==> src/source/scope_params.svh <==
// scope display parameters
`ifndef SCOPE_PARAMS_SVH
`define SCOPE_PARAMS_SVH

// horizontal scan, pixels per line
`define SCOPE_H_ACTIVE 640
`define SCOPE_H_FRONT  16
`define SCOPE_H_SYNC   96
`define SCOPE_H_TOTAL  800  // incl back porch of 48

// vertical scan, lines per frame
`define SCOPE_V_ACTIVE 480
`define SCOPE_V_FRONT  10
`define SCOPE_V_SYNC   2
`define SCOPE_V_TOTAL  525  // incl back porch of 33

// x and y counter width
`define SCOPE_COORD_W  11

// sample path
`define SCOPE_SAMPLE_W 24   // signed host samples
`define SCOPE_MAG_W    17   // magnitude, saturates at all ones
`define SCOPE_ADDR_W   10   // 1024 entry buffer

// zoom limits, shift = 10 - zoom
`define SCOPE_ZOOM_MIN 4
`define SCOPE_ZOOM_MAX 10

`endif

==> src/source/sample_pkg.sv <==
// sample arithmetic helpers
`include "scope_params.svh"

package sample_pkg;

	// abs value, clipped to the magnitude range
	function automatic logic [`SCOPE_MAG_W-1:0] rectify_sat(
		input logic signed [`SCOPE_SAMPLE_W-1:0] s
	);
		logic [`SCOPE_SAMPLE_W-1:0] a;
		a = s[`SCOPE_SAMPLE_W-1] ? -s : s;  // most negative wraps to 2^23, still saturates
		if (a > {`SCOPE_MAG_W{1'b1}})
			return {`SCOPE_MAG_W{1'b1}};  // 131071
		return a[`SCOPE_MAG_W-1:0];
	endfunction

	// keep zoom within 4..10
	function automatic logic [3:0] clamp_zoom(input logic [3:0] z);
		if (z < `SCOPE_ZOOM_MIN)
			return 4'(`SCOPE_ZOOM_MIN);
		if (z > `SCOPE_ZOOM_MAX)
			return 4'(`SCOPE_ZOOM_MAX);
		return z;
	endfunction

	// mag * 479 / 2^17, lands in 0..478
	function automatic logic [`SCOPE_COORD_W-1:0] bar_height(
		input logic [`SCOPE_MAG_W-1:0] mag
	);
		logic [`SCOPE_MAG_W+8:0] prod;  // 17 + 9 bits
		prod = mag * (`SCOPE_MAG_W+9)'(`SCOPE_V_ACTIVE - 1);
		return `SCOPE_COORD_W'(prod >> `SCOPE_MAG_W);
	endfunction

endpackage

==> src/source/trace_render.sv <==
// bar renderer and colour output
`timescale 1ns/10ps
`include "scope_params.svh"

module trace_render (
	input  logic                      clk,
	input  logic                      i_rst_n,
	input  logic [`SCOPE_MAG_W-1:0]   i_mag,    // rectified sample for this column
	input  logic [`SCOPE_COORD_W-1:0] i_y,
	input  logic                      i_blank,
	input  logic                      i_hs,
	input  logic                      i_vs,
	output logic [3:0]                o_r,
	output logic [3:0]                o_g,
	output logic [3:0]                o_b,
	output logic                      o_hs,     // active low
	output logic                      o_vs      // active low
);

	localparam logic [`SCOPE_COORD_W-1:0] BOTTOM = `SCOPE_V_ACTIVE - 1;  // line 479

	logic [`SCOPE_COORD_W-1:0] height;  // 0..478
	logic [`SCOPE_COORD_W-1:0] bar_top; // last unpainted line
	logic                      paint;
	logic [3:0]                r_nxt;
	logic [3:0]                r_q;
	logic                      hs_q, vs_q;

	assign height  = sample_pkg::bar_height(i_mag);
	assign bar_top = BOTTOM - height;  // never below 1

	// bar grows up from the bottom edge
	assign paint = !i_blank && (i_y > bar_top);

	// red bar on black
	always_comb begin
		r_nxt = 4'h0;
		if (paint) begin
			r_nxt = 4'hF;
		end
	end

	// colour and syncs leave together
	always_ff @(posedge clk or negedge i_rst_n) begin
		if (!i_rst_n) begin
			r_q  <= 4'h0;
			hs_q <= 1'b1;
			vs_q <= 1'b1;
		end else begin
			r_q  <= r_nxt;
			hs_q <= i_hs;
			vs_q <= i_vs;
		end
	end

	assign o_r  = r_q;
	assign o_g  = 4'h0;  // bar is pure red
	assign o_b  = 4'h0;
	assign o_hs = hs_q;
	assign o_vs = vs_q;

endmodule

==> config.mk <==
export PLATFORM = sky130hd
export DESIGN_NAME = trace_render
export DESIGN_NICKNAME = d
export VERILOG_FILES = /design/src/source/sample_pkg.sv /design/src/source/trace_render.sv
export VERILOG_INCLUDE_DIRS = /design/src /design/src/source
export SDC_FILE = /design/constraint.sdc
export NUM_CORES = 1
export LEC_CHECK = 0
export ABC_CLOCK_PERIOD_IN_PS = 1600
export BUFFER_PORTS_ARGS = -buffer_cell sky130_fd_sc_hd__buf_4
export CORE_MARGIN = 10
export CORE_UTILIZATION = 55
export DETAILED_ROUTE_END_ITERATION = 6
export PLACE_DENSITY = 0.81
export SLEW_MARGIN = 20
export SYNTH_ARGS = -nofsm -noshare
export SYNTH_HDL_FRONTEND = slang
export SYNTH_SLANG_ARGS = --single-unit
export TNS_END_PERCENT = 20
==> constraint.sdc <==
create_clock -name clk -period 1.6 [get_ports clk]
set_clock_uncertainty 0.05 [all_clocks]
set_input_delay 0 -clock clk [delete_from_list [all_inputs] [get_ports clk]]
set_output_delay 0 -clock clk [all_outputs]
set_load 0.02 [all_outputs]
==> flow_summary.ini <==
[floorplan]
die-height_um = 105
std_cell_rows = 30
coreArea_um2 = 6870
num_io_pins = 47
die_width_um = 105
die_area_um2 = 11000
floorplan.initialDensity = 0.575

[logic_synthesis]
synth_top_area_cell = sky130_fd_sc_hd__fa_1
synth.top_cells.by_area = sky130_fd_sc_hd__fa_1 (36%), sky130_fd_sc_hd__ha_1 (22%), sky130_fd_sc_hd__inv_1 (14%), sky130_fd_sc_hd__a21oi_1 (2.9%), sky130_fd_sc_hd__buf_4 (2.3%)
synth_top_cell_area_share = 0.360
syn-instance-count = 444
synth_edf_count = 0
syn_area_um2 = 3950
yosysSeqAreaShare = 0.0196
yosysWarningCount = 0
netlist-cell-type-count = 51
yosys_register_bits = 3
yosys_most_used_dff = sky130_fd_sc_hd__dfstp_2
share_of_flip_flops_with_an_asynchronous_set_or_reset_after_synthesis = 1.00
avgSynthCellArea_um2 = 8.89

[sta]
setup_repair_after_global_routing_missed_its_margin = yes
setup_viol = 1
fin_ws_ns = -3.56
finalHoldViolations = 0
timing.final.max_slew_violations = 0
period_minus_slack_ns = 5.16
final_min_period_over_clock_period = 3.22
maximum_operating_frequency_mhz = 194

[placed_design]
gpl.final_weighted_congestion = 0.934
dpl_cell_area_um2 = 5000
dpl_hpwl_um = 9120
io_buffers = 38

[global_routing]
grt_usage = 0.189
pin_count_of_the_biggest_net_entering_global_routing = 11
grt.overflow.total = 0
grt_antenna_before_repair = 0
grt_first_pass_wirelength_um = 17600
grt_pass1_vias = 3894

[worst_setup_path]
timing.setup.critical_path_class = input pin to register
crit_path_top_delay_cell = sky130_fd_sc_hd__fa_2
endpoint_kind = register
critical_path.max_fanout = 5
slowest_delay_ns = 0.59
cp-startpoint = i_mag[6]
worst-endpoint-arrival_ns = 5.20
cp-start-kind = input pin
cp-endpoint = o_r[2]$_DFF_PN0_
cpMostUsedCell = sky130_fd_sc_hd__fa_1
cp_data_required_time_ns = 1.64

[cts]
clockRootBuffer = sky130_fd_sc_hd__clkbuf_8
cts-buffers-inserted = 3
clock_sinks = 3
clock_pin_slew_of_the_registers_on_the_worst_case_setup_and_hold_paths_ns = 0.03
cts.htree.levels = 1
clk_path_buf_depth = 2
cts_tree = yes

[finish]
final_layout_size_suffix_gt1_frac = 0.370
n_fill_cell = 459
design_area_um2 = 5340
diodes = 0
finalNetCount = 746
synthToLayoutAreaGrowth_pct = 35.3

[routing]
detailroute.via_count = 3451
drt-vias-per-instance = 5.17
detail_route.drc_violations = 0
drtAntennaViolNets = 0
firstDrtPassIters = 5
detailed_route_wl_um = 10700
detail_route.wl_per_cell_um = 16.0
drt_first_iter_violations = 145

[outcome]
failing_checks = negative setup slack
outcome = finished, violations left

[min_path]
hold_path.class = input pin to async pin

[job]
timing.max_cap.violations = 0
[cells in the mapped netlist, drive strengths merged (3+ instances only)]
library cell  number
a211o              3
a21oi             24
a211oi             4
a31oi              4
nand2             20
o21ai             11
inv              145
fa                71
nor2               5
xnor2              5
a21o               6
and2               4
nand4              8
nand3              7
o31ai              3
ha                70
buf               13
xor2               5
[routing by layer]
layer | track usage | part of all wire | vias up
li1 | - | - | 1632
met1 | 0.216 | 0.39 | 1676
met2 | 0.359 | 0.54 | 117
met3 | 0.0215 | 0.048 | 26
met4 | 0.0500 | 0.024 | 0
met5 | 0 | 0 | -
[flip-flops by register name (all words and copies together), names as in the netlist]
signal,cells
o_hs,1
o_r,1
o_vs,1
[kinds of logic (layout without fill, tap and decap cells)]
group                    Yosys count  in the layout  synth area share
other                              1              8          0.000950
multiplexers                       1              1           0.00253
buffers and inverters            160            280             0.170
AND/OR/NAND/NOR                   56             56            0.0805
XOR/XNOR                          10             10            0.0222
AO/OA/AOI/OAI                     72             72             0.122
adder cells (fa/ha/maj)          141            141             0.582
flip-flops                         3              3            0.0196
[stage by stage]
stage	utilization	hold slack, ns	TNS (ns)	instances	setup WS (ns)
after floorplan	-	-0.346	-3.18	451	-3.18
after global placement	0.729	-0.262	-3.61	650	-3.61
after detailed placement	0.729	-0.261	-3.67	650	-3.67
after CTS	0.754	0.101	-3.35	660	-3.35
after global routing	0.778	0.113	-3.83	667	-3.83
final	0.778	0.122	-3.56	667	-3.56
[area by class of cell]
type                            count  area (um2)  area share
Tap cell                           96         120      0.0225
Timing Repair Buffer              131        1000       0.187
Sequential cell                     3        77.6      0.0145
Clock buffer                        4        45.0     0.00843
Inverter                          145         548       0.103
Multi-Input combinational cell    288        3550       0.665
[what timing repair did]
| action | in CTS | in global routing |
|---|---|---|
| endpoints found under the hold margin | 6 | 0 |
| gates resized for setup | 21 | 27 |
| setup buffers | 2 | 7 |
| hold buffers | 4 | 0 |
| endpoints found under the setup margin | 1 | 1 |
| pin swaps | 28 | 46 |
[worst min-delay path by stage]
stage,end,cells after the start,from
floorplan,o_r[2]$_DFF_PN0_,0,i_rst_n
global placement,o_r[2]$_DFF_PN0_,1,i_rst_n
detailed placement,o_r[2]$_DFF_PN0_,1,i_rst_n
CTS,o_r[2]$_DFF_PN0_,2,i_rst_n
global route,o_r[2]$_DFF_PN0_,2,i_rst_n
finish,o_r[2]$_DFF_PN0_,2,i_rst_n
[critical path: cells and delay by family]
kind	cells	cell delay [ns]
AOI/OAI and AO/OA	12	1.84
adders and majority gates	6	2.59
buffers and inverters	6	0.51
muxes	1	0.27
[cell usage in the layout, fill, tap and decap left out, types with 3 or more instances in the layout]
cell | netlist | routed
sky130_fd_sc_hd__nand4_1 | 6 | 6
sky130_fd_sc_hd__o21ai_1 | 2 | 4
sky130_fd_sc_hd__clkbuf_8 | 2 | 3
sky130_fd_sc_hd__inv_1 | 145 | 124
sky130_fd_sc_hd__conb_1 | 1 | 8
sky130_fd_sc_hd__fa_2 | 0 | 7
sky130_fd_sc_hd__nand3_1 | 7 | 6
sky130_fd_sc_hd__nand2_1 | 20 | 19
sky130_fd_sc_hd__xnor2_1 | 5 | 5
sky130_fd_sc_hd__inv_2 | 0 | 20
sky130_fd_sc_hd__o21ai_0 | 9 | 5
sky130_fd_sc_hd__buf_4 | 12 | 125
sky130_fd_sc_hd__a21oi_4 | 0 | 3
sky130_fd_sc_hd__fa_1 | 71 | 64
sky130_fd_sc_hd__a21oi_2 | 1 | 8
sky130_fd_sc_hd__xor2_1 | 5 | 5
sky130_fd_sc_hd__ha_1 | 70 | 57
sky130_fd_sc_hd__a21o_1 | 6 | 6
sky130_fd_sc_hd__a21oi_1 | 23 | 13
sky130_fd_sc_hd__dlygate4sd3_1 | 0 | 4
sky130_fd_sc_hd__ha_4 | 0 | 13
sky130_fd_sc_hd__a31oi_2 | 0 | 3
sky130_fd_sc_hd__nor2_1 | 5 | 5
Power is not shown: default switching activity piles up to over one toggle a cycle in this logic, so the estimate is an artifact.
