`config.mk`:
```
export PLATFORM = sky130hd
export DESIGN_NAME = sample_fetch
export DESIGN_NICKNAME = d
export VERILOG_FILES = /design/src/source/sample_pkg.sv /design/src/source/sample_fetch.sv
export VERILOG_INCLUDE_DIRS = /design/src /design/src/source
export SDC_FILE = /design/constraint.sdc
export NUM_CORES = 1
export LEC_CHECK = 0
export ABC_AREA = 1
export BUFFER_PORTS_ARGS = -buffer_cell sky130_fd_sc_hd__clkbuf_2
export CORE_ASPECT_RATIO = 0.8
export CORE_UTILIZATION = 50
export DETAILED_ROUTE_END_ITERATION = 7
export GPL_TIMING_DRIVEN = 0
export HOLD_SLACK_MARGIN = 0.02
export PLACE_DENSITY = 0.78
export SLEW_MARGIN = 20
export SYNTH_ARGS = -nofsm -noshare
export SYNTH_HDL_FRONTEND = slang
export SYNTH_SLANG_ARGS = --single-unit
```
`constraint.sdc`:
```
create_clock -name clk -period 3.2 [get_ports clk]
set_input_delay 0.64 -clock clk [delete_from_list [all_inputs] [get_ports clk]]
set_output_delay 0.64 -clock clk [all_outputs]
set_load 0.005 [all_outputs]
```
`src/source/scope_params.svh`:
```
// scope display parameters
`ifndef SCOPE_PARAMS_SVH
`define SCOPE_PARAMS_SVH

// horizontal scan, pixels per line
`define SCOPE_H_ACTIVE 640
`define SCOPE_H_FRONT  16
`define SCOPE_H_SYNC   96
`define SCOPE_H_TOTAL  800  // incl back porch of 48

// vertical scan, lines per frame
`define SCOPE_V_ACTIVE 480
`define SCOPE_V_FRONT  10
`define SCOPE_V_SYNC   2
`define SCOPE_V_TOTAL  525  // incl back porch of 33

// x and y counter width
`define SCOPE_COORD_W  11

// sample path
`define SCOPE_SAMPLE_W 24   // signed host samples
`define SCOPE_MAG_W    17   // magnitude, saturates at all ones
`define SCOPE_ADDR_W   10   // 1024 entry buffer

// zoom limits, shift = 10 - zoom
`define SCOPE_ZOOM_MIN 4
`define SCOPE_ZOOM_MAX 10

`endif

```
`src/source/sample_pkg.sv`:
```
// sample arithmetic helpers
`include "scope_params.svh"

package sample_pkg;

	// abs value, clipped to the magnitude range
	function automatic logic [`SCOPE_MAG_W-1:0] rectify_sat(
		input logic signed [`SCOPE_SAMPLE_W-1:0] s
	);
		logic [`SCOPE_SAMPLE_W-1:0] a;
		a = s[`SCOPE_SAMPLE_W-1] ? -s : s;  // most negative wraps to 2^23, still saturates
		if (a > {`SCOPE_MAG_W{1'b1}})
			return {`SCOPE_MAG_W{1'b1}};  // 131071
		return a[`SCOPE_MAG_W-1:0];
	endfunction

	// keep zoom within 4..10
	function automatic logic [3:0] clamp_zoom(input logic [3:0] z);
		if (z < `SCOPE_ZOOM_MIN)
			return 4'(`SCOPE_ZOOM_MIN);
		if (z > `SCOPE_ZOOM_MAX)
			return 4'(`SCOPE_ZOOM_MAX);
		return z;
	endfunction

	// mag * 479 / 2^17, lands in 0..478
	function automatic logic [`SCOPE_COORD_W-1:0] bar_height(
		input logic [`SCOPE_MAG_W-1:0] mag
	);
		logic [`SCOPE_MAG_W+8:0] prod;  // 17 + 9 bits
		prod = mag * (`SCOPE_MAG_W+9)'(`SCOPE_V_ACTIVE - 1);
		return `SCOPE_COORD_W'(prod >> `SCOPE_MAG_W);
	endfunction

endpackage

```
`src/source/sample_fetch.sv`:
```
// column fetch and magnitude pipeline
`timescale 1ns/10ps
`include "scope_params.svh"

module sample_fetch (
	input  logic                              clk,
	input  logic                              i_rst_n,
	// scan position from timing
	input  logic [`SCOPE_COORD_W-1:0]         i_x,
	input  logic [`SCOPE_COORD_W-1:0]         i_y,
	input  logic                              i_blank,
	input  logic                              i_hs,
	input  logic                              i_vs,
	input  logic [3:0]                        i_zoom,     // static level
	// buffer read
	input  logic signed [`SCOPE_SAMPLE_W-1:0] i_rd_data,
	output logic [`SCOPE_ADDR_W-1:0]          o_rd_addr,
	// to render, 2 cycles behind the counters
	output logic [`SCOPE_MAG_W-1:0]           o_mag,
	output logic [`SCOPE_COORD_W-1:0]         o_y,
	output logic                              o_blank,
	output logic                              o_hs,
	output logic                              o_vs
);

	logic [3:0]                zoom_c;      // clamped 4..10
	logic [3:0]                shift_amt;   // 0..6
	logic [`SCOPE_COORD_W-1:0] col_idx;
	logic [`SCOPE_MAG_W-1:0]   mag_q;
	logic [`SCOPE_COORD_W-1:0] y_d1, y_d2;
	logic                      blank_d1, blank_d2;
	logic                      hs_d1, hs_d2;
	logic                      vs_d1, vs_d2;

	assign zoom_c    = sample_pkg::clamp_zoom(i_zoom);
	assign shift_amt = 4'd10 - zoom_c;
	assign col_idx   = i_x >> shift_amt;  // zoom 10 maps 1:1, zoom 4 gives 64 wide steps

	// right of the visible area park on entry 0
	assign o_rd_addr = (i_x < `SCOPE_H_ACTIVE) ? col_idx[`SCOPE_ADDR_W-1:0] : '0;

	always_ff @(posedge clk or negedge i_rst_n) begin
		if (!i_rst_n) begin
			mag_q    <= '0;
			y_d1     <= '0;
			y_d2     <= '0;
			blank_d1 <= 1'b1;  // blank until the pipe fills
			blank_d2 <= 1'b1;
			hs_d1    <= 1'b1;
			hs_d2    <= 1'b1;
			vs_d1    <= 1'b1;
			vs_d2    <= 1'b1;
		end else begin
			// stage 1 lines up with the ram output
			y_d1     <= i_y;
			blank_d1 <= i_blank;
			hs_d1    <= i_hs;
			vs_d1    <= i_vs;
			// stage 2 lines up with the magnitude
			y_d2     <= y_d1;
			blank_d2 <= blank_d1;
			hs_d2    <= hs_d1;
			vs_d2    <= vs_d1;
			mag_q    <= blank_d1 ? '0 : sample_pkg::rectify_sat(i_rd_data);
		end
	end

	assign o_mag   = mag_q;
	assign o_y     = y_d2;
	assign o_blank = blank_d2;
	assign o_hs    = hs_d2;
	assign o_vs    = vs_d2;

endmodule

```
==> results.yml <==
finish:
  final_common_cell: "clkbuf_2"
  fillCellCount: 422
  num_antenna_cells: 0
  layout_common_cells: "clkbuf_2, inv_1, nand2_1"
  nNetsFinal: 482
  area_growth_syn_to_layout_pct: 25.5
  layout-drive-gt1-share_pct: 34.3
  post-route-util_pct: 65.5
  layout.area.seq_sq_mm: 0.00113
  multi_input_area_sq_mm: 0.00116
floorplan:
  boundaryPins: 96
  dieArea_sq_mm: 0.00552
  core_sq_mm: 0.00501
  row_count: 23
  die_y_um: 66.7
  die_w_um: 82.8
  start_util_pct: 52.2
route:
  final_antenna_net_count: 0
  finalWirelength_um: 5610
  vias_per_cell: 4.71
  vias: 2298
  wl_per_cell_um: 11.5
  route.detailed.drc: 0
  drt_iter0_drc: 102
  firstDrtPassIters: 5
setup_path:
  r2r_slack_ns: 2.02
  critPathSlowestCell: "xor2_1"
  critPathCaptureType: "primary output"
  reg2reg_depth: 4
  max_stage_delay_ns: 0.18
  cp-start-kind: "input pin"
  crit_fanout: 7
  critical_path_cell_count: 13
  crit_top_cell: "inv_1"
  crit_family: "buffers and inverters"
  cp_cell_sequence: "clkbuf_2 -> nand2_1 -> inv_1 -> o21ai_0 -> nand2_1 -> inv_2 -> ha_4 -> xor2_1 -> inv_1 -> nor2_2 -> inv_1 -> o22ai_1 -> clkbuf_2"
  worstReg2RegEnd: "o_mag[10]"
  timing.rr.start: "blank_d1"
  cp.required_ns: 2.56
  crit_buf_inv: 6
  crit_arrival_ns: 2.29
  crit_start: "i_zoom[0]"
  worstSetupEndpoint: "o_rd_addr[5]"
  path_class: "in -> out"
timing:
  period_share_pct: 91.6
  setup_viol: 0
  hold_slack_ns: 0.348
  relSlewSlack_pct: 38.1
  skew_ns: 0.00574
  final.setup.worst_slack_ns: 0.267
  period_needed_ns: 2.93
  final_hold_viol_count: 0
  slew_viol_final: 0
  worst-slew-pin-transition_ns: 0.928
  max_freq_mhz: 341
logic_synthesis:
  netlist_instances: 325
  muxShareOfSynthArea_pct: 0.383
  netlist_area_sq_mm: 0.00261
  ys_ff_latch: 45
  synth_compound_area_share_pct: 7.71
  synth_xor_area_share_pct: 5.99
  synth_seq_area_share_pct: 43.4
  syn_nets: 382
  synthSimpleGateAreaFrac_pct: 29.0
  synthAdderAreaFrac_pct: 0.958
  yosysWarnings: 0
  synth_cell_type_count: 30
  synth_top_family_by_area: "simple AND/OR/NAND/NOR gates"
  synth_area_per_cell_sq_um: 8.04
hold_path:
  min_from: "y_d1[5]"
  min_path_type: "reg -> reg"
placed_design:
  gp_congestion: 0.874
  io_buffers: 94
  dp_slack_ns: -0.107
  dp_hpwl_um: 4580
outcome:
  outcome: "complete, no violations"
job:
  cap_violations: 0
clock_tree:
  cts_buffers: 5
  postCtsSetupBuffers: 0
  clockBufferDepth: 2
  clock_latency_ns: 0.28
  cts_tree: "yes"
  clk_pin_slew_ns: 0.08
  htreeDepth: 2
  clock-sinks: 45
  root_buffer: "clkbuf_8"
  cts_repair_resize_count: 0
  cts_hold_buf: 0
global_routing:
  antenna_found_initial: 0
  grt_max_degree: 46
  grt_first_pass_wirelength_um: 9300
  overflow: 0
  grt_pass1_vias: 2041
  grt_use_total_pct: 21.0
pwr:
  p_leak_nw: 1.80
  peakVddDrop_v: 0.000301
  power_density_mw_per_mm2: 395
[registers in the layout, indices dropped and copies added, names as in the netlist]
signal,cells
o_hs,1
o_blank,1
o_y,11
o_mag,17
vs_d1,1
o_vs,1
y_d1,11
blank_d1,1
hs_d1,1
[worst min-delay path by stage]
stage | end | slack (ns) | cells past startpoint
6_report | o_y[5] | 0.35 | 0
5_1_grt | o_y[5] | 0.36 | 0
4_1_cts | o_y[5] | 0.35 | 0
3_5_place_dp | o_y[2] | 0.33 | 0
2_1_floorplan | o_y[0] | 0.33 | 0
3_3_place_gp | o_y[4] | 0.33 | 0
[area by class of cell]
type	instances	area share, %
Clock inverter	2	1.07
Inverter	68	7.78
Sequential cell	45	34.6
Timing Repair Buffer	94	14.3
Buffer	6	2.14
Multi-Input combinational cell	205	35.5
Clock buffer	6	2.21
Tap cell	62	2.37
[cells by family after synthesis]
family	Yosys count
flops	45
compound gates	38
simple gates	147
xor+xnor	17
fa+ha+maj	2
mux	1
buf+inv	75
[synthesized netlist by cell type]
| cell | instances | area [sq um] |
|---|---|---|
| a21oi_1 | 2 | 10.0 |
| and2_1 | 1 | 6.26 |
| buf_12 | 2 | 40.0 |
| buf_6 | 2 | 22.5 |
| clkbuf_1 | 3 | 11.3 |
| clkinv_1 | 1 | 3.75 |
| dfrtp_1 | 39 | 976 |
| dfstp_2 | 6 | 158 |
| ha_1 | 2 | 25.0 |
| inv_1 | 65 | 244 |
| inv_2 | 2 | 7.51 |
| mux2i_1 | 1 | 10.0 |
| nand2_1 | 64 | 240 |
| nand2_2 | 7 | 43.8 |
| nand2_4 | 1 | 11.3 |
| nand3_1 | 19 | 95.1 |
| nand3_2 | 14 | 140 |
| nand4_1 | 2 | 12.5 |
| nor2_1 | 31 | 116 |
| nor2_2 | 2 | 12.5 |
| nor2_4 | 3 | 33.8 |
| nor2_8 | 2 | 40.0 |
| nor3_1 | 1 | 5.00 |
| o211ai_1 | 2 | 15.0 |
| o21ai_0 | 26 | 130 |
| o21ai_1 | 3 | 15.0 |
| o22ai_1 | 5 | 31.3 |
| xnor2_1 | 7 | 61.3 |
| xor2_1 | 9 | 78.8 |
| xor2_2 | 1 | 16.3 |
[routing by layer]
layer / share of wire, % / vias to the layer above / GRT usage [%] / wire length (um)
li1: - / 1190 / - / -
met1: 47 / 1044 / 28.7 / 2650
met2: 47 / 64 / 34.9 / 2620
met3: 6.0 / 0 / 6.07 / 336
met4: 0 / 0 / 1.29 / 0
met5: 0 / - / 0 / 0
[stage by stage]
stage | instance area, sq um | cells | power, W | TNS (ns)
finish | 3280 | 488 | 0.00130 | 0
floorplan | 2610 | 325 | 0.000785 | 0
CTS | 3260 | 488 | 0.00130 | 0
global route | 3280 | 488 | 0.00137 | -0.00527
detailed placement | 3160 | 481 | 0.000903 | -0.262
global placement | 3160 | 481 | 0.000893 | -0.109
[where the power goes]
group          internal [W]  leakage [nW]  total (W)  switching [W]
logic              0.000115          1.22   0.000288       0.000173
clock network      0.000231        0.0552   0.000399       0.000168
registers          0.000601         0.518   0.000609     0.00000803
No activity file was read; power rests on OpenSTA's default activity.
