### src/source/scope_params.svh
// scope display parameters
`ifndef SCOPE_PARAMS_SVH
`define SCOPE_PARAMS_SVH

// horizontal scan, pixels per line
`define SCOPE_H_ACTIVE 640
`define SCOPE_H_FRONT  16
`define SCOPE_H_SYNC   96
`define SCOPE_H_TOTAL  800  // incl back porch of 48

// vertical scan, lines per frame
`define SCOPE_V_ACTIVE 480
`define SCOPE_V_FRONT  10
`define SCOPE_V_SYNC   2
`define SCOPE_V_TOTAL  525  // incl back porch of 33

// x and y counter width
`define SCOPE_COORD_W  11

// sample path
`define SCOPE_SAMPLE_W 24   // signed host samples
`define SCOPE_MAG_W    17   // magnitude, saturates at all ones
`define SCOPE_ADDR_W   10   // 1024 entry buffer

// zoom limits, shift = 10 - zoom
`define SCOPE_ZOOM_MIN 4
`define SCOPE_ZOOM_MAX 10

`endif

### src/source/video_pkg.sv
// scan geometry helpers
`include "scope_params.svh"

package video_pkg;

	// hsync low from pixel 656 through 751
	function automatic logic hsync_window(input logic [`SCOPE_COORD_W-1:0] x);
		logic [`SCOPE_COORD_W-1:0] sta;
		logic [`SCOPE_COORD_W-1:0] fin;
		sta = `SCOPE_H_ACTIVE + `SCOPE_H_FRONT;
		fin = `SCOPE_H_ACTIVE + `SCOPE_H_FRONT + `SCOPE_H_SYNC;  // first pixel past sync
		return (x >= sta) && (x < fin);
	endfunction

	// vsync low on lines 490 and 491
	function automatic logic vsync_window(input logic [`SCOPE_COORD_W-1:0] y);
		logic [`SCOPE_COORD_W-1:0] sta;
		logic [`SCOPE_COORD_W-1:0] fin;
		sta = `SCOPE_V_ACTIVE + `SCOPE_V_FRONT;
		fin = `SCOPE_V_ACTIVE + `SCOPE_V_FRONT + `SCOPE_V_SYNC;
		return (y >= sta) && (y < fin);
	endfunction

	// visible pixel, anything else is blanking
	function automatic logic is_active(
		input logic [`SCOPE_COORD_W-1:0] x,
		input logic [`SCOPE_COORD_W-1:0] y
	);
		return (x < `SCOPE_H_ACTIVE) && (y < `SCOPE_V_ACTIVE);
	endfunction

endpackage

### src/source/vga_timing.sv
// vga scan timing generator
`timescale 1ns/10ps
`include "scope_params.svh"

module vga_timing (
	input  logic                      clk,
	input  logic                      i_rst_n,
	output logic [`SCOPE_COORD_W-1:0] o_x,     // pixel in line
	output logic [`SCOPE_COORD_W-1:0] o_y,     // line in frame
	output logic                      o_hs,    // active low
	output logic                      o_vs,    // active low
	output logic                      o_blank  // high outside 640x480
);

	logic [`SCOPE_COORD_W-1:0] x_cnt;
	logic [`SCOPE_COORD_W-1:0] y_cnt;
	logic [`SCOPE_COORD_W-1:0] x_nxt;
	logic [`SCOPE_COORD_W-1:0] y_nxt;
	logic                      line_end;
	logic                      frame_end;
	logic                      hs_q;
	logic                      vs_q;
	logic                      blank_q;

	assign line_end  = (x_cnt == `SCOPE_H_TOTAL - 1);  // pixel 799
	assign frame_end = (y_cnt == `SCOPE_V_TOTAL - 1);  // line 524

	// next position, y steps only at end of line
	always_comb begin
		x_nxt = x_cnt + 1'b1;
		y_nxt = y_cnt;
		if (line_end) begin
			x_nxt = '0;
			if (frame_end)
				y_nxt = '0;
			else
				y_nxt = y_cnt + 1'b1;
		end
	end

	// syncs decoded from the next count so they land with it
	always_ff @(posedge clk or negedge i_rst_n) begin
		if (!i_rst_n) begin
			x_cnt   <= '0;
			y_cnt   <= '0;
			hs_q    <= 1'b1;  // inactive
			vs_q    <= 1'b1;
			blank_q <= 1'b1;
		end else begin
			x_cnt   <= x_nxt;
			y_cnt   <= y_nxt;
			hs_q    <= ~video_pkg::hsync_window(x_nxt);
			vs_q    <= ~video_pkg::vsync_window(y_nxt);
			blank_q <= ~video_pkg::is_active(x_nxt, y_nxt);
		end
	end

	assign o_x     = x_cnt;
	assign o_y     = y_cnt;
	assign o_hs    = hs_q;
	assign o_vs    = vs_q;
	assign o_blank = blank_q;

endmodule

### config.mk
export PLATFORM = sky130hd
export DESIGN_NAME = vga_timing
export DESIGN_NICKNAME = d
export VERILOG_FILES = /design/src/source/video_pkg.sv /design/src/source/vga_timing.sv
export VERILOG_INCLUDE_DIRS = /design/src /design/src/source
export SDC_FILE = /design/constraint.sdc
export NUM_CORES = 1
export LEC_CHECK = 0
export BUFFER_PORTS_ARGS = -buffer_cell sky130_fd_sc_hd__buf_2
export CORE_MARGIN = 2
export CORE_UTILIZATION = 55
export DETAILED_ROUTE_END_ITERATION = 8
export PLACE_DENSITY_LB_ADDON = 0.1
export SKIP_LAST_GASP = 1
export SLEW_MARGIN = 40
export SYNTH_ARGS = -nofsm -noshare
export SYNTH_HDL_FRONTEND = slang
export SYNTH_SLANG_ARGS = --single-unit
export TNS_END_PERCENT = 10
### constraint.sdc
create_clock -name clk -period 5.9 [get_ports clk]
set_input_delay 0.59 -clock clk [delete_from_list [all_inputs] [get_ports clk]]
set_output_delay 0.59 -clock clk [all_outputs]
set_load 0.02 [all_outputs]
==> impl_results.md, run 1 <==
* Largest fanout on the critical path at 14
* # nets final at 185
* Synth Cell Area at roughly 0.0015 mm2
* Router iterations before antenna repair at 4
* Final min period at between 2000 and 2500 ps
* Post-Route Setup TNS at 0 ps
* Skew final at approximately 8.0 ps
* Chip Height at roughly 56 um
* Sequential share of power at 0.677
* Hold buffer count at cts at 0
* Avg Cell Area, Syn at 9.493 um2
* Remaining global-route overflow at 0
* H-tree Lvls at 1
* Antenna violations before repair at 0
* CTS root buf: clkbuf_4
* PD cells at 154.8 mW/mm2
* Synth Flop Type: dfrtp_1
* Num CTS Buffers at 3
* RSZ-0062 raised after global routing: false
* Initial DRC count at 51
* Clk pwr share at 0.309
* Initial Utilization at 0.5886
* DRC Markers at 0
* Logic pwr share at 0.014
* Final std cells w/o fill at around 210
* Post-route design area at approximately 0.0016 mm2
* Delay-heaviest family, CP: simple AND/OR/NAND/NOR gates
* CTS tree: yes
* Final setup fails at 0
* GRT Overall Usage at 0.2209
* DP Area at about 0.0016 mm2
* Gpl congestion at 0.9821
* # resized after CTS at 0
* Top cells by count, synth: 22 x dfrtp_1, 15 x nand2_1, 10 x xnor2_1, 9 x nand3_1, 9 x nor2_1
* Total nets after synthesis at between 150 and 200
* Proportion of layout cells with a drive suffix above 1 at 0.2191
* Post-synthesis sequential area ratio at 0.4277
* Worst skew pair latency at ~320 ps
* Number of synthesized flops with an enable pin at 0
* Post-synth top area share at 0.3741
* Slew @ Worst Pin at 564.7 ps
* Top post-synthesis cells by area: dfrtp_1 37%, xnor2_1 6.0%, dfstp_2 5.4%, nand2_1 3.8%, ha_1 3.4%
* Final ANT Viol Nets at 0
* CTS Sinks at 25
* Number of I/O port buffers at 26
* Final hold violation count at 0
* Peak VDD IR at between 0.1 and 0.15 mV
* Max-Cap Viols at 0
* Max Fclk at approximately 430 MHz
* Via count at 1289
* Number of distinct library cells after synthesis at 44
* Flops & latches, synth at 25
* Post-CTS Setup Bufs at 0
* Crit start category: flop
* ANT cells at 0
* Detailed Place HPWL at 2289 um
* Synth Instances at around 160
* Vias per cell at approximately 6.2
* WP data arrival at around 2600 ps
* Worst slew margin at 0.6235
* Largest net degree at the start of global routing at 26
* Slowest Stage Delay on Critical Path at between 500 and 600 ps
* RR Startpoint: o_x[6]
* Setup CP Type: flop to flop
* Die span in x at 55.73 um
* Core area at ~0.0025 mm2
* Final Max Tran Viols at 0
* First-pass GRT wire length at between 5000 and 6000 um
* Slowest CP cell: or4_4
* Clk buf depth at 2
* IO Count at 27
* Area leader, netlist: dfrtp_1
* Most common cell in the netlist: dfrtp_1
* Ys Warns at 0
* Crit-path cells: or4_4 -> nor4_4 -> buf_4 -> a31oi_1 -> o22a_1 -> nand4b_1
* Synth-to-Final Area Change at 11.14%
* Switching power at ~56 uW
* Worst Hold Class: input pin to asynchronous set/reset pin
* Internal power at between 150 and 200 uW
* Dpl cells at 204
* Worst setup EP type: flop
* Die area at 0.003105 mm2
* Row count at 18
* Status: finished clean
* Sw Ratio at 0.2214
* Reg clk slew, reported paths at 140 ps
* Worst setup path start: o_x[6]
* DR WL/cell at about 15 um
* Async S/R FF share, synth at 1.000
* Tcrit/Tclk final at 0.3987
* Drt total wl at between 3000 and 4000 um
* Vias in the first global route at 1185
* Required time of the critical path at 6150 ps
* CP bufs+invs at 1
* Worst Hold Margin at about 230 ps
* Leak Pwr at 0.0007471 uW
[power by group through the flow]
stage	Sequential (uW)	Combinational, uW	Clock (uW)
final	171	3.48	78.2
after global routing	172	4.27	88.0
after CTS	172	3.69	80.7
after detailed placement	175	3.69	0
after global placement	175	3.62	0
after floorplan	175	0.000280	0
[worst paths after layout]
path | end | slack, ps | cells past startpoint
max in group asynchronous | o_vs | 5290 | 1
max reg2reg | o_blank | 3550 | 6
min | o_x[7] | 230 | 1
max | o_blank | 3550 | 6
min reg2reg | o_x[0] | 550 | 1
min in group clk | o_x[0] | 550 | 1
[cells by family after synthesis]
family                   synth area share
AO/OA/AOI/OAI                      0.1497
XOR/XNOR                          0.08928
adder cells (fa/ha/maj)           0.03401
buffers and inverters             0.04507
flip-flops                         0.4277
AND/OR/NAND/NOR                    0.2542
[per-stage QoR]
stage / util / power (uW) / setup slack [ps]
finish: 0.6542 / 253.2 / 3548
global route: 0.6542 / 263.9 / 3374
CTS: 0.6507 / 255.9 / 3305
detailed placement: 0.6396 / 178.3 / 3326
global placement: 0.6396 / 178.2 / 3430
floorplan: - / 174.7 / 3800
[worst reg2reg max path: stages, from the launching register on]
cell	delay, ps
dfrtp_1	510
or4_4	590
nor4_4	390
buf_4	280
a31oi_1	110
o22a_1	240
nand4b_1	160
[layout by cell type, fill, tap and decap left out, drive strengths merged, types with 2 or more instances in the layout]
cell type  synthesis  final
nor2               9      9
dfstp              3      3
and2               2      2
clkbuf             3      3
o211a              2      2
nor3               2      2
inv                5      5
a31oi              4      4
nand3             10     10
buf                5     27
nand2b             3      3
nand4              7      7
and3               2      2
or4                4      4
ha                 4      4
a21oi              7      7
nand2             15     15
xor2               5      5
xnor2             10     10
o21ai              7      7
dfrtp             22     22
nor2b              2      2
o31ai              4      4
nor4               4      4
[metal layers]
metal,part of all wire,global-route usage
met2,0.44,0.3282
met4,0.012,0.07666
met5,0,0
met1,0.45,0.3268
met3,0.097,0.03488
[final cells by class]
cell class,count,area (um2)
clock inverters,1,5.005
clock buffers,3,22.52
flip-flops and latches,25,629.4
well taps,30,37.54
inverters,5,18.77
repair buffers,27,137.6
multi-input cells,117,784.5
fillers,207,864.6
[state kept, by name, summed over array words and instances (netlist names)]
signal / count
o_blank: 1
o_hs: 1
o_vs: 1
o_x: 11
o_y: 11
Power figures use the tool's default switching activity.
==> inputs of run 2 (changes only) <==
- ABC_AREA: not set -> 1
- clock period: 5.9 -> 2.35 ns (I/O delays scaled with it)
==> run 2 against run 1 <==
Effect of this change: count of clock-buffer cells in the layout did not move; sequential power rose to 2.5 times the previous value; core utilization barely moved; critical path depth increased by 5; global-route usage up 1.5 points; hold slack gained 170 ps; critical path type unchanged.
==> impl_results.md, run 2 <==
* Status: finished clean (unchanged)
* Ys Warns at 0 (unchanged)
* Max Fclk at 525.0 MHz (was 425.1 MHz)
* Synth Instances at 233 (was 155)
* Logic pwr share at 0.015 (was 0.014)
* Crit start category: flop (unchanged)
* Chip Height at 58.36 um (was 55.73 um)
* Remaining global-route overflow at 0 (unchanged)
* DRC Markers at 0 (unchanged)
* Slowest Stage Delay on Critical Path at 500 ps (was 590 ps)
* Num CTS Buffers at 3 (unchanged)
* Initial Utilization at 0.5843 (was 0.5886)
* Skew final at 9.732 ps (was 8.005 ps)
* Drt total wl at 3649 um (was 3197 um)
* Number of I/O port buffers at 26 (unchanged)
* Max-Cap Viols at 0 (unchanged)
* Worst Hold Class: input pin to asynchronous set/reset pin (unchanged)
* Via count at 1538 (was 1289)
* CP most frequent cell: nand2_1
* GRT Overall Usage at 0.2360 (was 0.2209)
* DR WL/cell at 12.41 um (was 15.37 um)
* Tcrit/Tclk final at 0.8106 (was 0.3987)
* Proportion of layout cells with a drive suffix above 1 at 0.2319 (was 0.2191)
* Flops & latches, synth at 25 (unchanged)
* Post-synthesis sequential area ratio at 0.3872 (was 0.4277)
* Gpl congestion at 0.9122 (was 0.9821)
* CP bufs+invs at 1 (unchanged)
* Vias per cell at 5.231 (was 6.197)
* Most common cell in the netlist: nand2_1 (was dfrtp_1)
* First-pass GRT wire length at 6244 um (was 5568 um)
* H-tree Lvls at 1 (unchanged)
* Leak Pwr at 0.001003 uW (was 0.0007471 uW)
* WP data arrival at 2180 ps (was 2610 ps)
* Async S/R FF share, synth at 1.000 (unchanged)
* Vias in the first global route at 1376 (was 1185)
* Most common cell after layout, fill and taps aside: nand2_1 (was buf_2)
* Post-Route Setup TNS at 0 ps (unchanged)
* Commonest non-fill, non-tap cells in the layout: 77 x nand2_1, 30 x inv_1, 26 x buf_2 (was 26 x buf_2, 22 x dfrtp_1, 15 x nand2_1)
* Crit-path cells: ha_1 -> nand2_2 -> nor2_4 -> nand3_2 -> nor2_4 -> nand2_1 -> nand2_1 -> clkinv_1 -> nand2_1 -> nor2_1 -> nand3_1 (was or4_4 -> nor4_4 -> buf_4 -> a31oi_1 -> o22a_1 -> nand4b_1)
* Initial DRC count at 33 (was 51)
* Number of synthesized flops with an enable pin at 0 (unchanged)
* Worst setup EP type: flop (unchanged)
* Die area at 0.003406 mm2 (was 0.003105 mm2)
* Post-synth top area share at 0.3387 (was 0.3741)
* Switching power at 137.1 uW (was 56.07 uW)
* Final min period at 1905 ps (was 2352 ps)
* Synth Cell Area at 0.001625 mm2 (was 0.001471 mm2)
* Area leader, netlist: dfrtp_1 (unchanged)
* ANT cells at 0 (unchanged)
* CTS Sinks at 25 (unchanged)
* Reg clk slew, reported paths at 140 ps (about the same)
* Total nets after synthesis at 239 (was 161)
* CTS tree: yes (unchanged)
* Post-CTS Setup Bufs at 0 (unchanged)
* CTS root buf: clkbuf_4 (unchanged)
* Core area at 0.002781 mm2 (was 0.002500 mm2)
* Slew @ Worst Pin at 542.4 ps (was 564.7 ps)
* Final ANT Viol Nets at 0 (unchanged)
* Final setup fails at 0 (unchanged)
* Clk pwr share at 0.305 (was 0.309)
* Detailed Place HPWL at 2811 um (was 2289 um)
* Required time of the critical path at 2630 ps (was 6150 ps)
* Sw Ratio at 0.2166 (was 0.2214)
* Worst skew pair latency at 330 ps (was 320 ps)
* Sequential share of power at 0.680 (was 0.677)
* Dpl cells at 289 (was 204)
* Router iterations before antenna repair at 5 (was 4)
* Top cells by count, synth: 77 x nand2_1, 30 x inv_1, 23 x nand3_1, 23 x nor2_1, 22 x dfrtp_1 (was 22 x dfrtp_1, 15 x nand2_1, 10 x xnor2_1, 9 x nand3_1, 9 x nor2_1)
* Final std cells w/o fill at 294 (was 208)
* Clk buf depth at 2 (unchanged)
* Largest net degree at the start of global routing at 26 (unchanged)
* Avg Cell Area, Syn at 6.976 um2 (was 9.493 um2)
* IO Count at 27 (unchanged)
* PD cells at 347.8 mW/mm2 (was 154.8 mW/mm2)
* Row count at 19 (was 18)
* Worst slew margin at 0.6384 (was 0.6235)
* # nets final at 270 (was 185)
* Final Max Tran Viols at 0 (unchanged)
* Number of distinct library cells after synthesis at 26 (was 44)
* Slowest CP cell: dfrtp_1 (was or4_4)
* Top post-synthesis cells by area: dfrtp_1 34%, nand2_1 18%, nand3_1 7.1%, inv_1 6.9%, nor2_1 5.3% (was dfrtp_1 37%, xnor2_1 6.0%, dfstp_2 5.4%, nand2_1 3.8%, ha_1 3.4%)
* RSZ-0062 raised after global routing: false (unchanged)
* Peak VDD IR at 0.4915 mV (was 0.1290 mV)
* Largest fanout on the critical path at 11 (was 14)
* Setup CP Type: flop to flop (unchanged)
* Antenna violations before repair at 0 (unchanged)
* Final core utilization at 0.6545 (was 0.6542)
* Worst Hold Margin at 400.0 ps (was 233.1 ps)
* Final hold violation count at 0 (unchanged)
* Synth-to-Final Area Change at 12.01% (was 11.14%)
* Synth Flop Type: dfrtp_1 (unchanged)
* Die span in x at 58.36 um (was 55.73 um)
* Delay-heaviest family, CP: simple AND/OR/NAND/NOR gates (unchanged)
* Internal power at 496.0 uW (was 197.1 uW)
[run 2: changes by cell type after synthesis, sizes merged, moves of 5 or more]
cell	delta
a21oi	-5
inv	+31
nand2	+68
nand3	+15
nor2	+25
xnor2	-10
[run 2: cells by family (layout without fill, tap and decap cells)]
kind of cell | count (synthesis) | in the layout | synth area share
and+or+nand+nor | 153 | 153 | 0.4403
buffers and inverters | 38 | 68 | 0.09238
DFF | 25 | 25 | 0.3872
AOI/OAI and AO/OA | 12 | 12 | 0.04387
adders and majority gates | 4 | 4 | 0.03079
xor gates and xnor gates | 1 | 1 | 0.005390
[run 2: through the flow]
step	area (um2)	setup WS, ps	total power (uW)
2_1_floorplan	1625	667.1	438.5
3_3_place_gp	1783	572.5	447.5
3_5_place_dp	1783	484.6	447.5
4_1_cts	1821	445.9	642.7
5_1_grt	1821	221.1	659.6
6_report	1821	445.1	633.2
[run 2: area by class of cell]
class | instances | area, um2
Clock inverter | 1 | 5.005
Clock buffer | 3 | 22.52
Multi-Input combinational cell | 170 | 845.8
Timing Repair Buffer | 27 | 140.1
Sequential cell | 25 | 629.4
Inverter | 37 | 138.9
Fill cell | 264 | 960.9
Tap cell | 31 | 38.79
[run 2: worst paths after layout]
check                      slack [ps]    start  cells after the start       to
min reg2reg                       580   o_x[1]                      1   o_x[1]
max                               450   o_x[0]                     11     o_vs
min in group clk                  580   o_x[1]                      1   o_x[1]
max reg2reg                       450   o_x[0]                     11     o_vs
min                               400  i_rst_n                      2   o_x[2]
max in group asynchronous        1570  i_rst_n                      2  o_blank
[run 2: per-layer routing]
metal,part of all wire,vias to the layer above,global-route usage
li1,-,784,-
met5,0,-,0
met2,0.42,52,0.3291
met3,0.071,4,0.05934
met4,0.0079,0,0.05316
met1,0.50,698,0.3675
[run 2: repair_timing]
action	4_1_cts	5_1_grt
hold endpoints to repair	22	0
hold buffers	1	0
gates resized for setup	0	0
[run 2: power by group through the flow]
stage / sequential, uW / combinational (uW) / clock [uW]
finish: 430 / 9.63 / 193
global route: 431 / 11.9 / 217
CTS: 431 / 10.3 / 202
detailed placement: 438 / 9.11 / 0
global placement: 438 / 9.16 / 0
floorplan: 439 / 0.000535 / 0
==> inputs of run 3 (changes only) <==
- CORE_UTILIZATION: 55 -> 50
- clock period: 2.35 -> 1.7 ns (I/O delays scaled with it)
==> run 3 against run 2 <==
Effect of this change: global-route usage down 2.1 points; total power rose by 36%; core utilization is 2.6 points lower; first-iteration DRC count rose to 3.1 times the previous value; wire length decreased by 3.9%; clock power grew 31%; sequential share of layout area down 2.0 points; highest routed layer unchanged.
==> impl_results.md, run 3 (synthesis gave the netlist of run 2 again) <==
* Router iterations before antenna repair at 4 (was 5)
* Num CTS Buffers at 3 (unchanged)
* Switching power at 171.3 uW (was 137.1 uW)
* R2R cell count at 10 (was 11)
* Status: finished clean (unchanged)
* Skew final at 6.572 ps (was 9.732 ps)
* # nets final at 278 (was 270)
* Clk pwr share at 0.293 (was 0.305)
* Max-Cap Viols at 0 (unchanged)
* Clk buf depth at 2 (unchanged)
* Worst skew pair latency at 310 ps (was 330 ps)
* Gpl congestion at 0.8654 (was 0.9122)
* Drt total wl at 3505 um (was 3649 um)
* H-tree Lvls at 1 (unchanged)
* Final core utilization at 0.6285 (was 0.6545)
* Final std cells w/o fill at 315 (was 294)
* Final hold violation count at 0 (unchanged)
* Slowest CP cell: dfrtp_1 (unchanged)
* Max Fclk at 612.1 MHz (was 525.0 MHz)
* Antenna violations before repair at 0 (unchanged)
* Peak VDD IR at 0.3829 mV (was 0.4915 mV)
* Slew @ Worst Pin at 541.9 ps (was 542.4 ps)
* CTS root buf: clkbuf_4 (unchanged)
* DRC Markers at 0 (unchanged)
* Final min period at 1634 ps (was 1905 ps)
* Synth-to-Final Area Change at 19.01% (was 12.01%)
* Sequential share of power at 0.692 (was 0.680)
* Initial Utilization at 0.5280 (was 0.5843)
* Worst slew margin at 0.6387 (was 0.6384)
* RSZ-0062 raised after global routing: true (was false)
* WP data arrival at 1880 ps (was 2180 ps)
* Final setup fails at 0 (unchanged)
* Number of I/O port buffers at 26 (unchanged)
* Largest fanout on the critical path at 5 (was 11)
* Vias in the first global route at 1442 (was 1376)
* Detailed Place HPWL at 2747 um (was 2811 um)
* Row count at 20 (was 19)
* Die span in x at 61.02 um (was 58.36 um)
* Logic pwr share at 0.015 (about the same)
* Final Max Tran Viols at 0 (unchanged)
* Tcrit/Tclk final at 0.9610 (was 0.8106)
* Worst Hold Margin at 357.5 ps (was 400.0 ps)
* Power Total at 860.1 uW (was 633.2 uW)
* DR WL/cell at 11.13 um (was 12.41 um)
* Chip Height at 61.02 um (was 58.36 um)
* Post-Route Setup TNS at 0 ps (unchanged)
* Reg clk slew, reported paths at 130 ps (was 140 ps)
* Die area at 0.003723 mm2 (was 0.003406 mm2)
* CTS tree: yes (unchanged)
* Largest net degree at the start of global routing at 26 (unchanged)
* Remaining global-route overflow at 0 (unchanged)
* CTS Sinks at 25 (unchanged)
* ANT cells at 0 (unchanged)
* Final ANT Viol Nets at 0 (unchanged)
* Most common cell after layout, fill and taps aside: nand2_1 (unchanged)
* Commonest non-fill, non-tap cells in the layout: 77 x nand2_1, 30 x inv_1, 26 x buf_2 (unchanged)
* Fillers at 307 (was 264)
* Sw Ratio at 0.1992 (was 0.2166)
* Core area at 0.003078 mm2 (was 0.002781 mm2)
* Vias per cell at 4.892 (was 5.231)
* Crit-path cells: ha_4 -> nand2_4 -> nor2_4 -> nand3_2 -> nor2_4 -> buf_6 -> nand4_1 -> nand2_2 -> nor2_2 -> nand3_1 (was ha_1 -> nand2_2 -> nor2_4 -> nand3_2 -> nor2_4 -> nand2_1 -> nand2_1 -> clkinv_1 -> nand2_1 -> nor2_1 -> nand3_1)
* Dpl cells at 307 (was 289)
* GRT Overall Usage at 0.2153 (was 0.2360)
* Internal power at 688.8 uW (was 496.0 uW)
* Required time of the critical path at 1950 ps (was 2630 ps)
* Worst Hold Class: input pin to asynchronous set/reset pin (unchanged)
* Via count at 1541 (was 1538)
* First-pass GRT wire length at 6023 um (was 6244 um)
* Crit start category: flop (unchanged)
* CP most frequent cell: nor2_4 (was nand2_1)
* Proportion of layout cells with a drive suffix above 1 at 0.2583 (was 0.2319)
* Setup CP Type: flop to flop (unchanged)
* PD cells at 444.6 mW/mm2 (was 347.8 mW/mm2)
* Initial DRC count at 101 (was 33)
* Worst setup EP type: flop (unchanged)
* Slowest Stage Delay on Critical Path at 450 ps (was 500 ps)
* IO Count at 27 (unchanged)
* Leak Pwr at 0.001059 uW (was 0.001003 uW)
run 3: cell count changes in the layout (fill, tap and decap cells not counted), sizes merged:
cell    previous run  this run
clkinv             2         1
buf               26        34
clkbuf             3         4
run 3: what timing repair did:
item	CTS	global route
pin swaps	1	6
endpoints found under the hold margin	22	0
buffers inserted	2	1
resized for setup	0	7
setup endpoints to repair	1	3
hold buffers	1	0
run 3: area by class of cell:
| cell class | instances | area (um2) | area share |
|---|---|---|---|
| multi-input cells | 170 | 877.1 | 0.4534 |
| flip-flops and latches | 25 | 629.4 | 0.3254 |
| well taps | 44 | 55.05 | 0.02846 |
| inverters | 37 | 138.9 | 0.07180 |
| clock buffers | 4 | 26.28 | 0.01358 |
| repair buffers | 35 | 207.7 | 0.1074 |
run 3: worst paths after layout:
path / from / endpoint / slack [ps]
worst min-delay path: i_rst_n / o_x[1] / 360
min in group clk: o_x[3] / o_x[3] / 610
worst min register to register: o_x[3] / o_x[3] / 610
max in group asynchronous: i_rst_n / o_vs / 970
worst max-delay path: o_x[1] / o_blank / 70
worst max register to register: o_x[1] / o_blank / 70
run 3: through the flow:
step / setup WS [ps] / instance area, um2
4_1_cts: 10.83 / 1888
6_report: 66.36 / 1934
5_1_grt: -64.99 / 1934
2_1_floorplan: 17.13 / 1625
3_3_place_gp: 50.99 / 1837
3_5_place_dp: 21.44 / 1837
run 3: power groups by stage:
stage	logic, uW	clock network (uW)	registers [uW]
after CTS	14.3	266	595
after global placement	12.6	0	606
final	13.3	252	595
after floorplan	0.000535	0	606
after detailed placement	12.6	0	606
after global routing	16.5	288	595
run 3: critical path, delay by kind of cell (launching register included):
kind | cells | cell delay [ps]
and+or+nand+nor | 8 | 810
buffers and inverters | 1 | 130
DFF | 1 | 450
adders and majority gates | 1 | 190
run 3: routing by layer:
metal,vias up,track usage,wire length [um]
li1,806,-,-
met1,694,0.2751,1602
met2,35,0.3886,1752
met3,6,0.02101,104
met4,0,0.06211,44
met5,-,0,0
